File: src/rtl/isaPkg.sv
package isaPkg;

   localparam int regIdxW = 3;

   // Opcodes in bits 15:11
   localparam logic [4:0] opHalt = 5'b00000;
   localparam logic [4:0] opJ    = 5'b00100;
   localparam logic [4:0] opAddi = 5'b01000;
   localparam logic [4:0] opBeqz = 5'b01100;
   localparam logic [4:0] opSt   = 5'b10000;
   localparam logic [4:0] opLd   = 5'b10001;
   localparam logic [4:0] opAdd  = 5'b11000;
   localparam logic [4:0] opSub  = 5'b11001;
   localparam logic [4:0] opAnd  = 5'b11010;
   localparam logic [4:0] opXor  = 5'b11011;

   // One instruction word, read through whichever format the opcode calls for
   typedef union packed {
      struct packed {
         logic [4:0]         opcode;
         logic [regIdxW-1:0] rs;
         logic [regIdxW-1:0] rt;
         logic [regIdxW-1:0] rd;
         logic [1:0]         unused;
      } rFmt;
      struct packed {
         logic [4:0]         opcode;
         logic [regIdxW-1:0] rs;
         logic [regIdxW-1:0] rd;
         logic [4:0]         imm5;
      } iFmt;
      struct packed {
         logic [4:0]         opcode;
         logic [regIdxW-1:0] rs;
         logic [7:0]         imm8;
      } bFmt;
      struct packed {
         logic [4:0]  opcode;
         logic [10:0] disp11;
      } jFmt;
   } instrT;

   // Bubble word, ADDI r0,r0,0; decode never lets it write
   localparam logic [15:0] nopWord = {opAddi, 11'd0};

endpackage

File: src/rtl/pipePkg.sv
package pipePkg;

   // ALU operations
   localparam int aluOpW = 2;
   localparam logic [aluOpW-1:0] aluAdd = 2'd0;
   localparam logic [aluOpW-1:0] aluSub = 2'd1;
   localparam logic [aluOpW-1:0] aluAnd = 2'd2;
   localparam logic [aluOpW-1:0] aluXor = 2'd3;

   // Writeback source
   localparam int wbSrcW = 1;
   localparam logic [wbSrcW-1:0] wbAlu = 1'b0;
   localparam logic [wbSrcW-1:0] wbMem = 1'b1;

   // Operand forward selects
   localparam int fwdW = 2;
   localparam logic [fwdW-1:0] fwdReg   = 2'd0;
   localparam logic [fwdW-1:0] fwdExMem = 2'd1;
   localparam logic [fwdW-1:0] fwdMemWb = 2'd2;

endpackage

File: src/rtl/executeStage.sv
`timescale 1ns/10ps

module executeStage (
   input  logic                       clk,
   input  logic                       rst,
   input  logic [15:0]                exRsData,
   input  logic [15:0]                exRtData,
   input  logic [15:0]                exImm,
   input  logic [15:0]                exPcNext,
   input  logic [isaPkg::regIdxW-1:0] exRs,
   input  logic [isaPkg::regIdxW-1:0] exRt,
   input  logic [isaPkg::regIdxW-1:0] exRd,
   input  logic [pipePkg::aluOpW-1:0] exAluOp,
   input  logic                       exUseImm,
   input  logic                       exRegWrt,
   input  logic                       exMemRead,
   input  logic                       exMemWrt,
   input  logic                       exBranch,
   input  logic                       exJump,
   input  logic                       exHalt,
   input  logic                       exIllegal,
   input  logic [pipePkg::fwdW-1:0]   fwdA,
   input  logic [pipePkg::fwdW-1:0]   fwdB,
   input  logic [15:0]                wbData,
   output logic                       redirect,
   output logic [15:0]                redirectPc,
   output logic [15:0]                memAlu,
   output logic [15:0]                memStoreData,
   output logic [isaPkg::regIdxW-1:0] memRd,
   output logic                       memRegWrt,
   output logic                       memMemRead,
   output logic                       memMemWrt,
   output logic                       memHalt,
   output logic                       memIllegal
);
   import pipePkg::*;

   logic [15:0] opA;
   logic [15:0] opB;
   logic [15:0] aluIn;
   logic [15:0] aluOut;
   logic squash;

   function automatic logic [15:0] fwdMux(input logic [fwdW-1:0] sel,
                                          input logic [15:0] regVal,
                                          input logic [15:0] exMemVal,
                                          input logic [15:0] memWbVal);
      case (sel)
         fwdExMem: return exMemVal;
         fwdMemWb: return memWbVal;
         default:  return regVal;
      endcase
   endfunction

   assign opA   = fwdMux(fwdA, exRsData, memAlu, wbData);
   assign opB   = fwdMux(fwdB, exRtData, memAlu, wbData);
   assign aluIn = exUseImm ? exImm : opB;

   always_comb begin
      case (exAluOp)
         aluSub:  aluOut = opA - aluIn;
         aluAnd:  aluOut = opA & aluIn;
         aluXor:  aluOut = opA ^ aluIn;
         default: aluOut = opA + aluIn;
      endcase
   end

   // HALT or illegal one stage ahead also clears everything younger
   assign squash     = memHalt || memIllegal;
   assign redirect   = exJump || (exBranch && opA == 16'd0) || squash;
   assign redirectPc = exPcNext + exImm;

   always_ff @(posedge clk) begin
      if (rst || squash) begin
         memRegWrt  <= 1'b0;
         memMemRead <= 1'b0;
         memMemWrt  <= 1'b0;
         memHalt    <= 1'b0;
         memIllegal <= 1'b0;
      end else begin
         memRegWrt  <= exRegWrt;
         memMemRead <= exMemRead;
         memMemWrt  <= exMemWrt;
         memHalt    <= exHalt;
         memIllegal <= exIllegal;
      end
   end

   always_ff @(posedge clk) begin
      memAlu       <= aluOut;
      memStoreData <= opB;
      memRd        <= exRd;
   end

   // Forward picks from the hazard unit must match the producer in memory
   aFwdA: assert property (@(posedge clk) disable iff (rst)
      (exRegWrt || exMemWrt) && fwdA == fwdExMem |-> memRegWrt && memRd == exRs)
      else $error("operand A forwarded from wrong producer");
   aFwdB: assert property (@(posedge clk) disable iff (rst)
      (exRegWrt || exMemWrt) && fwdB == fwdExMem |-> memRegWrt && memRd == exRt)
      else $error("operand B forwarded from wrong producer");

endmodule

File: config.mk
export PLATFORM = sky130hd
export DESIGN_NAME = executeStage
export DESIGN_NICKNAME = d
export VERILOG_FILES = /design/src/rtl/isaPkg.sv /design/src/rtl/pipePkg.sv /design/src/rtl/executeStage.sv
export SDC_FILE = /design/constraint.sdc
export NUM_CORES = 1
export LEC_CHECK = 0
export BUFFER_PORTS_ARGS = -buffer_cell sky130_fd_sc_hd__buf_2
export CAP_MARGIN = 5
export CORE_MARGIN = 1.5
export CORE_UTILIZATION = 40
export CTS_BUF_LIST = sky130_fd_sc_hd__clkbuf_2
export DETAILED_ROUTE_END_ITERATION = 8
export PLACE_DENSITY = 0.69
export SLEW_MARGIN = 20
export SYNTH_ARGS = -nofsm -noshare
export SYNTH_HDL_FRONTEND = slang
export SYNTH_SLANG_ARGS = --single-unit
File: constraint.sdc
create_clock -name clk -period 3.2 [get_ports clk]
set_input_delay 0.16 -clock clk [delete_from_list [all_inputs] [get_ports clk]]
set_output_delay 0.16 -clock clk [all_outputs]
set_load 0.03 [all_outputs]
# Yosys cells after proc, flatten, opt, wreduce, memory -nomap -nowiden
# Index checks and enable logic that the tools add are counted.
[totals]
regBits = 40
out_inout_bits = 57
latchBits = 0
mem_count = 0
ramBits = 0
mem_bits_ro = 0
elab_cells = 30
in_bits = 105
[op_classes]
n_reduce_logical = 6
order_cmp = 0
n_eq_ne = 7
n_shift = 0
multipliers = 0
n_mux = 4
div_mod_pow = 0
addsub = 3
bitwise = 2
[ops]
columns = ["cell", "count"]
rows = [
  ["case mux 16 bit (2 select lines)", 2],
  ["case mux 16 bit (3 select lines)", 1],
  ["adder 16 bit", 2],
  ["bitwise AND 16 bit", 1],
  ["logical NOT 16 bit", 1],
  ["2-to-1 mux 16 bit", 1],
  ["subtractor 16 bit", 1],
  ["bitwise XOR 16 bit", 1],
  ["== test 2 bit (second input constant)", 4],
  ["== test 2 x 1 -> 1 bit (second input constant)", 3],
  ["logical OR 1 bit", 4],
  ["logical AND 1 bit", 1],
]

# Longest topological paths before layout
# Gate-level depths: netlist of run 1.
[depth]
depth_word = 6
depth_mapped = 21
mapped_depth_nobuf = 18

# Worst setup path before layout of run 1
# Ideal clock, no wire load.
[synth_timing]
path_type = "input-to-reg"
startpoint = "input port fwdB[0] (netlist bit)"
endpoint = "register memAlu[14]"
path_slack_ns = -0.274
path_stages = 20
t_arrival_ns = 3.341
n_path_buf = 3
setup_ns = 0.133
path_cell_list = "inv_1 ha_1 buf_6 buf_6 buf_6 nand2_1 o21ai_1 a21boi_2 ha_1 nor2_1 xor2_1 ha_1 nor2b_1 o21ai_1 a21oi_1 o41ai_2 o31ai_1 o41ai_1 xor2_1 mux2i_1"
[synth_between]
elab_chain_cells = 5
elab_cells_between_ends = 9
cone_classes = "add/sub (2); eq/ne (2); mux (3); bitwise (2)"
[synth_lines]
columns = ["item", "line", "rtl"]
rows = [
  ["start, declared", "executeStage.sv:23", "input logic [pipePkg::fwdW-1:0] fwdB,"],
  ["== test 2 bit / == test 2 x 1 -> 1 bit (equally long branches)", "executeStage.sv:48", "case (sel)"],
  ["case mux 16 bit (2 select lines) *", "executeStage.sv:48", ""],
  ["named net opB[1]", "executeStage.sv:39", "logic [15:0] opB;"],
  ["2-to-1 mux 16 bit *", "executeStage.sv:57", "assign aluIn = exUseImm ? exImm : opB;"],
  ["adder 16 bit / subtractor 16 bit (equally long branches)", "executeStage.sv:64, executeStage.sv:61", ""],
  ["case mux 16 bit (3 select lines) *", "executeStage.sv:60", "case (exAluOp)"],
  ["named net aluOut[14]", "executeStage.sv:41", "logic [15:0] aluOut;"],
  ["end signal, assigned", "executeStage.sv:90", "memAlu <= aluOut;"],
  ["end, declared", "executeStage.sv:27", "output logic [15:0] memAlu,"],
]
# The timed path passes the listed nets; every way through them passes the cells marked *.
# A chain may end at the register's enable or synchronous reset.

# Worst setup path after layout of run 1
[layout_timing]
startpoint = "register memAlu[5]"
endpoint = "register memAlu[15]"
[layout_between]
elab_chain_cells = 4
elab_cells_between_ends = 6
cone_classes = "add/sub (2); mux (4)"
[layout_lines]
columns = ["item", "line"]
rows = [
  ["case mux 16 bit (2 select lines)", "executeStage.sv:48"],
  ["2-to-1 mux 16 bit", "executeStage.sv:57"],
  ["adder 16 bit / subtractor 16 bit (equally long branches)", "executeStage.sv:64, executeStage.sv:61"],
  ["case mux 16 bit (3 select lines) *", "executeStage.sv:60"],
  ["named net aluOut[15]", "executeStage.sv:41"],
]
# Marked as above.

==> impl_metrics.tcl, run 1 <==
set metrics [dict create \
    start_kind "flip-flop" \
    clk_path_buf_depth 2 \
    cp_max_fo 3 \
    cp-end-kind "flip-flop" \
    final_core_util_pct 62.7 \
    slew_violations 0 \
    fmax_mhz 312 \
    antenna_found_initial 0 \
    synth_edf_count 0 \
    final.min_clock_period_ps 3200 \
    layout_commonest_cell "buf_2" \
    clk_latency_ps 460 \
    violations "setup timing" \
    routed_via_density 5.33 \
    diodes 0 \
    cp_data_required_time_ps 3580 \
    clkPwrFrac_pct 11.2 \
    post_synth_num_cell_types 52 \
    clockRootBuffer "clkbuf_2" \
    place_hpwl_um 12200 \
    gp_congestion 0.934 \
    multi_input_area_sq_um 3340 \
    grt_pass1_vias 5019 \
    switching_share_pct 46.6 \
    combPwrFrac_pct 66.0 \
    syn_avg_cell_area_sq_um 8.11 \
    skew_ps 9.95 \
    crit_chain "a221oi_4 -> o31ai_2 -> nor4_4 -> nand3_2 -> o31ai_2 -> xor2_1 -> ha_1 -> nand3_1 -> a211o_1 -> a31oi_4 -> nand3_2 -> o21ai_2 -> xnor2_1 -> o21ai_1" \
    ant_nets 0 \
    cts_tree "built" \
    mostFrequentLayoutCells "buf_2 (155), buf_4 (112), ha_1 (52)" \
    crit_family "compound AO/OA/AOI/OAI gates" \
    status "finished, violations left" \
    drt_iter0_drc 418 \
    wire_per_inst_um 16.7 \
    path_buf_inv 0 \
    syn_area_sq_um 4190 \
    num_io_pins 162 \
    p_leak_nw 3.19 \
    async_flop_share_pct 0 \
    grt_pass1_wl_um 23900 \
    worst_pin_slew_ps 549 \
    coreArea_sq_um 10200 \
    fin_setup_tns_ps -1.48 \
    drc_errors 0 \
    seq_area_sq_um 810 \
    power_density_nw_per_um2 483 \
    grt.total_usage_pct 27.1 \
    report.final.hold_viol_count 0 \
    gr-total-overflow 0 \
    p_sw_mw 1.44 \
    dieArea_sq_um 11100 \
    maxSlewHeadroom_pct 63.4 \
    drt-total-wl_um 15600 \
    syn_inst 516 \
    fp.dieH_um 105 \
    slowest_stage "dfxtp_2" \
    pwr-share-seq_pct 22.8 \
    crit_type "reg2reg" \
    p_int_mw 1.65 \
    hold_class "in2reg" \
    grt_max_degree 26 \
    fillers 894 \
    synth_fp_nets 679 \
    drv_cap 0 \
    area_delta_synth_final_pct 53.2 \
    fin_crit_sh_pct 100 \
    final_nets 959 \
    arrival_ps 3580 \
    rows 37 \
    yosysSeqAreaShare_pct 19.1 \
    num_vias 4977 \
    start_util_pct 40.9 \
    setup_viol 1 \
    cts_buffers 5 \
    synth_warnings 0 \
    drt_first_pass_iters 5 \
    die_x_um 105 \
    portBuffers 155 \
    synth-seq-cells 40 \
    drive_gt1_share_pct 43.8 \
    irDropWorstVdd_mv 0.246 \
    clk_pin_slew_worst_paths_ps 250 \
    ys.flop_type "dfxtp_1" \
    rsz0062_at_grt "yes" \
    clock_sinks 40 \
    h-tree-depth 2 \
    worst_path_largest_cell_delay_ps 400 \
    final.setup.worst_slack_ps -1.48 \
    whs_ps 4.65 \
]
-- cell usage after synthesis (12+ instances only) --
| library cell | number | area share [%] |
|---|---|---|
| nor3_1 | 13 | 1.6 |
| a21oi_1 | 33 | 3.9 |
| o21ai_0 | 35 | 4.2 |
| nand2_1 | 51 | 4.6 |
| mux2i_1 | 17 | 4.1 |
| nor2_1 | 34 | 3.0 |
| inv_1 | 28 | 2.5 |
| xnor2_1 | 28 | 5.9 |
| clkbuf_1 | 12 | 1.1 |
| dfxtp_1 | 40 | 19 |
| xor2_1 | 13 | 2.7 |
| ha_1 | 56 | 17 |
| a22oi_1 | 27 | 4.8 |
-- metrics by stage --
step / instance area [sq um] / power [mW] / worst slack [ps] / std cells
after floorplan: 4230 / 1.82 / -222 / 516
after global placement: 5830 / 2.52 / -377 / 891
after detailed placement: 5830 / 2.55 / -499 / 891
after CTS: 6250 / 2.96 / 0.905 / 929
after global routing: 6410 / 3.28 / -184 / 933
final: 6410 / 3.10 / -1.48 / 933
-- layer usage --
layer / share of wire (%) / vias up / routed length [um] / global-route usage (%)
li1: - / 2411 / - / -
met1: 41 / 2314 / 6460 / 33.0
met2: 50 / 211 / 7830 / 49.5
met3: 5.4 / 41 / 842 / 2.66
met4: 2.8 / 0 / 440 / 9.00
met5: 0 / - / 0 / 0
-- area by class of cell --
type	count	area share, %
inverters	29	1.78
flip-flops and latches	40	12.6
clock buffers	5	0.390
well taps	136	2.65
multi-input cells	424	52.1
clock inverters	3	0.722
repair buffers	296	29.7
-- worst reg2reg max path, stage by stage (launching register included) --
cell and delay (ps):
dfxtp_2 400, a221oi_4 280, o31ai_2 140, nor4_4 380, nand3_2 150, o31ai_2 280
xor2_1 100, ha_1 330, nand3_1 90, a211o_1 340, a31oi_4 180, nand3_2 120
o21ai_2 140, xnor2_1 130, o21ai_1 70
-- logic make-up (layout without fill, tap and decap cells) --
kind of cell	after synthesis	after routing	synth area share (%)
AO/OA/AOI/OAI	154	154	25.5
AND/OR/NAND/NOR	149	149	17.5
adder cells (fa/ha/maj)	58	58	17.7
buffers and inverters	52	333	6.19
XOR/XNOR	41	41	8.58
flip-flops	40	40	19.1
multiplexers	22	22	5.41
-- power by group through the flow --
stage                     combinational, mW  sequential (mW)  clock [mW]
after floorplan                       0.928            0.893           0
after global placement                 1.81            0.704           0
after detailed placement               1.85            0.705           0
after CTS                              1.92            0.694       0.343
after global routing                   2.20            0.716       0.365
final                                  2.04            0.706       0.347
-- worst paths after layout --
| check | from | end | slack (ps) | depth (start not counted) |
|---|---|---|---|---|
| worst min register to register | memAlu[1] | memStoreData[1] | 610 | 2 |
| worst min-delay path | rst | memHalt | 5 | 3 |
| worst max register to register | memAlu[5] | memAlu[15] | -1 | 14 |
| worst max-delay path | memAlu[5] | memAlu[15] | -1 | 14 |
-- flip-flops by register name, summed over array words and instances, names as in the netlist --
signal,cells
memRd,3
memRegWrt,1
memMemRead,1
memStoreData,16
memIllegal,1
memAlu,16
memHalt,1
memMemWrt,1
-- what timing repair did --
action / 4_1_cts / 5_1_grt
hold buffers: 29 / 0
pin swaps: 9 / 18
setup endpoints to repair: 6 / 9
resized for setup: 13 / 33
buffers inserted: 1 / 5
hold endpoints to repair: 25 / 0
(Power assumes the default switching activity.)
==> run 2: changes to the inputs <==
- ABC_AREA: unset -> 1
- PLACE_DENSITY: 0.69 -> unset
- PLACE_DENSITY_LB_ADDON: unset -> 0.1
==> run 2 against run 1 <==
  * Utilization is 4.9 points lower
  * The run now ends clean
  * Wire length is 3.3% lower
  * Clock skew is 4.0 ps higher
  * Setup slack better by 230 ps
  * Via count is 6.1% higher
  * Synthesized cell count is 32% higher
  * Die area is 4.1% higher
  * Synthesized area is 4.2% higher
  * Flip-flop and latch count stayed put
==> impl_metrics.tcl, run 2 <==
set metrics [dict create \
    status "finished clean" \
    syn_inst 681 \
    drt_first_pass_iters 5 \
    rsz0062_at_grt "no" \
    synth_top_family_by_area "simple AND/OR/NAND/NOR gates" \
    die_x_um 107 \
    portBuffers 155 \
    post_synth_num_cell_types 42 \
    fmax_mhz 337 \
    coreArea_sq_um 10500 \
    yosysSeqAreaShare_pct 18.4 \
    synth_xor_xnor_area_share_pct 6.02 \
    cts_tree "built" \
    syn_avg_cell_area_sq_um 6.40 \
    crit_chain "nand2_1 -> nand2_1 -> nand2_1 -> nand3_1 -> nand2_1 -> nand2_1 -> nor2_2 -> nand2_2 -> nand2_4 -> o21ai_2 -> a21oi_2 -> xor2_1 -> ha_1 -> a21oi_1 -> o31ai_1 -> a21oi_1 -> nand2_1 -> or2_2 -> nand3_1 -> nand3_1" \
    ant_nets 0 \
    slew_violations 0 \
    cp-end-kind "flip-flop" \
    async_flop_share_pct 0 \
    clk_pin_slew_worst_paths_ps 220 \
    clk_path_buf_depth 2 \
    crit_family "simple AND/OR/NAND/NOR gates" \
    muxShareOfSynthArea_pct 0 \
    synth_compound_area_share_pct 12.8 \
    combPwrFrac_pct 64.7 \
    routed_via_density 5.03 \
    synth_fp_nets 844 \
    final_core_util_pct 57.7 \
    clockRootBuffer "clkbuf_2" \
    largestRegisters "memAlu (16), memStoreData (16), memRd (3)" \
    slowest_stage "dfxtp_1" \
    switching_share_pct 48.8 \
    cts_buffers 5 \
    cp_max_fo 3 \
    drive_gt1_share_pct 30.8 \
    gp_congestion 0.908 \
    synth_warnings 0 \
    irDropWorstVdd_mv 0.321 \
    layout_commonest_cell "nand2_1" \
    worst_pin_slew_ps 551 \
    drt-total-wl_um 15000 \
    area_delta_synth_final_pct 38.5 \
    yosysMostFrequentCell "nand2_1" \
    synth_fa_ha_area_share_pct 17.0 \
    drc_errors 0 \
    yosysTopAreaCell "dfxtp_1" \
    cp_data_required_time_ps 3530 \
    pwr-share-seq_pct 24.1 \
    maxSlewHeadroom_pct 63.1 \
    yosys-top-cells-area "dfxtp_1 (18%), nand2_1 (17%), ha_1 (16%)" \
    fp.dieH_um 107 \
    report.final.hold_viol_count 0 \
    setup_viol 0 \
    clkPwrFrac_pct 11.3 \
    drt_iter0_drc 260 \
    grt_pass1_vias 4953 \
    p_int_mw 1.43 \
    yosysTopAreaCellShare_pct 18.4 \
    num_vias 5281 \
    skew_ps 13.9 \
    place_hpwl_um 12400 \
    clk_latency_ps 420 \
    gr-total-overflow 0 \
    path_buf_inv 0 \
    ys.flop_type "dfxtp_1" \
    mostFrequentLayoutCells "nand2_1 (196), buf_2 (155), inv_1 (77)" \
    yosys-top-cells-count "nand2_1 (201), inv_1 (77), nand3_1 (72)" \
    power_density_nw_per_um2 463 \
    grt_pass1_wl_um 23200 \
    wire_per_inst_um 14.3 \
    drv_cap 0 \
    synth-seq-cells 40 \
    syn_area_sq_um 4360 \
    fin_total_pwr_mw 2.79 \
    grt.total_usage_pct 25.6 \
    crit_type "reg2reg" \
    rows 37 \
    synthSimpleGateAreaFrac_pct 36.1 \
    final.min_clock_period_ps 2970 \
    num_io_pins 162 \
    start_kind "flip-flop" \
    final_nets 1074 \
    h-tree-depth 2 \
    fin_crit_sh_pct 92.8 \
    start_util_pct 41.7 \
    grt_max_degree 29 \
    p_leak_nw 3.43 \
    p_sw_mw 1.36 \
    hold_class "in2reg" \
    antenna_found_initial 1 \
    synth_edf_count 0 \
    dieArea_sq_um 11500 \
    clock_sinks 40 \
    worst_path_largest_cell_delay_ps 380 \
    crit_top_cell "nand2_1" \
    arrival_ps 3300 \
]
[run 2: worst paths after layout]
kind,start,slack (ps),endpoint,depth (start not counted)
setup / recovery,memAlu[5],230,memAlu[14],20
hold / removal,rst,50,memMemRead,4
setup reg to reg,memAlu[5],230,memAlu[14],20
hold reg to reg,memHalt,630,memMemRead,3
[run 2: what timing repair did]
item / in CTS / in global routing
resized for setup: 0 / 16
buffers inserted: 0 / 4
endpoints found under the hold margin: 23 / 0
hold buffers: 23 / 0
endpoints found under the setup margin: 0 / 7
[run 2: cells by family after synthesis]
kind of cell,count (synthesis)
buffers and inverters,103
adders and majority gates,58
DFF,40
and+or+nand+nor,350
xor gates and xnor gates,30
AOI/OAI and AO/OA,100
[run 2: final cells by class]
| type | count | area, sq um |
|---|---|---|
| clock inverter | 3 | 42.5 |
| clock buffer | 5 | 25.0 |
| fill | 1029 | 4420 |
| antenna | 1 | 2.50 |
| multi-input combinational | 538 | 3170 |
| timing repair buffer | 245 | 1520 |
| inverter | 81 | 304 |
| sequential | 40 | 806 |
| tap | 136 | 170 |
[run 2: worst min-delay path: stages]
cell and delay, ps:
buf_2 70, inv_1 30, nand2_1 140, nor2_1 60
[run 2: per-stage QoR]
stage	area, sq um	setup WS [ps]	setup TNS, ps	hold WS [ps]	std cells
floorplan	4360	121	0	188	681
global placement	5670	-78.5	-217	266	1013
detailed placement	5670	-171	-986	271	1013
CTS	5970	195	0	25.2	1044
global route	6040	1.72	0	54.0	1049
finish	6040	230	0	54.4	1049
[run 2: metal layers]
layer | wire length, um | part of all wire [%] | GRT usage (%) | vias to the layer above
met5 | 0 | 0 | 0 | -
met4 | 420 | 2.8 | 9.40 | 0
met3 | 1100 | 7.3 | 2.72 | 27
met2 | 6760 | 45 | 44.3 | 230
met1 | 6770 | 45 | 32.6 | 2350
li1 | - | - | - | 2674
[run 2: power by group through the flow]
stage,sequential [mW],clock [mW],combinational (mW)
4_1_cts,0.673,0.321,1.76
5_1_grt,0.683,0.338,1.99
3_5_place_dp,0.685,0,1.73
3_3_place_gp,0.683,0,1.70
6_report,0.673,0.315,1.81
2_1_floorplan,0.876,0,0.895
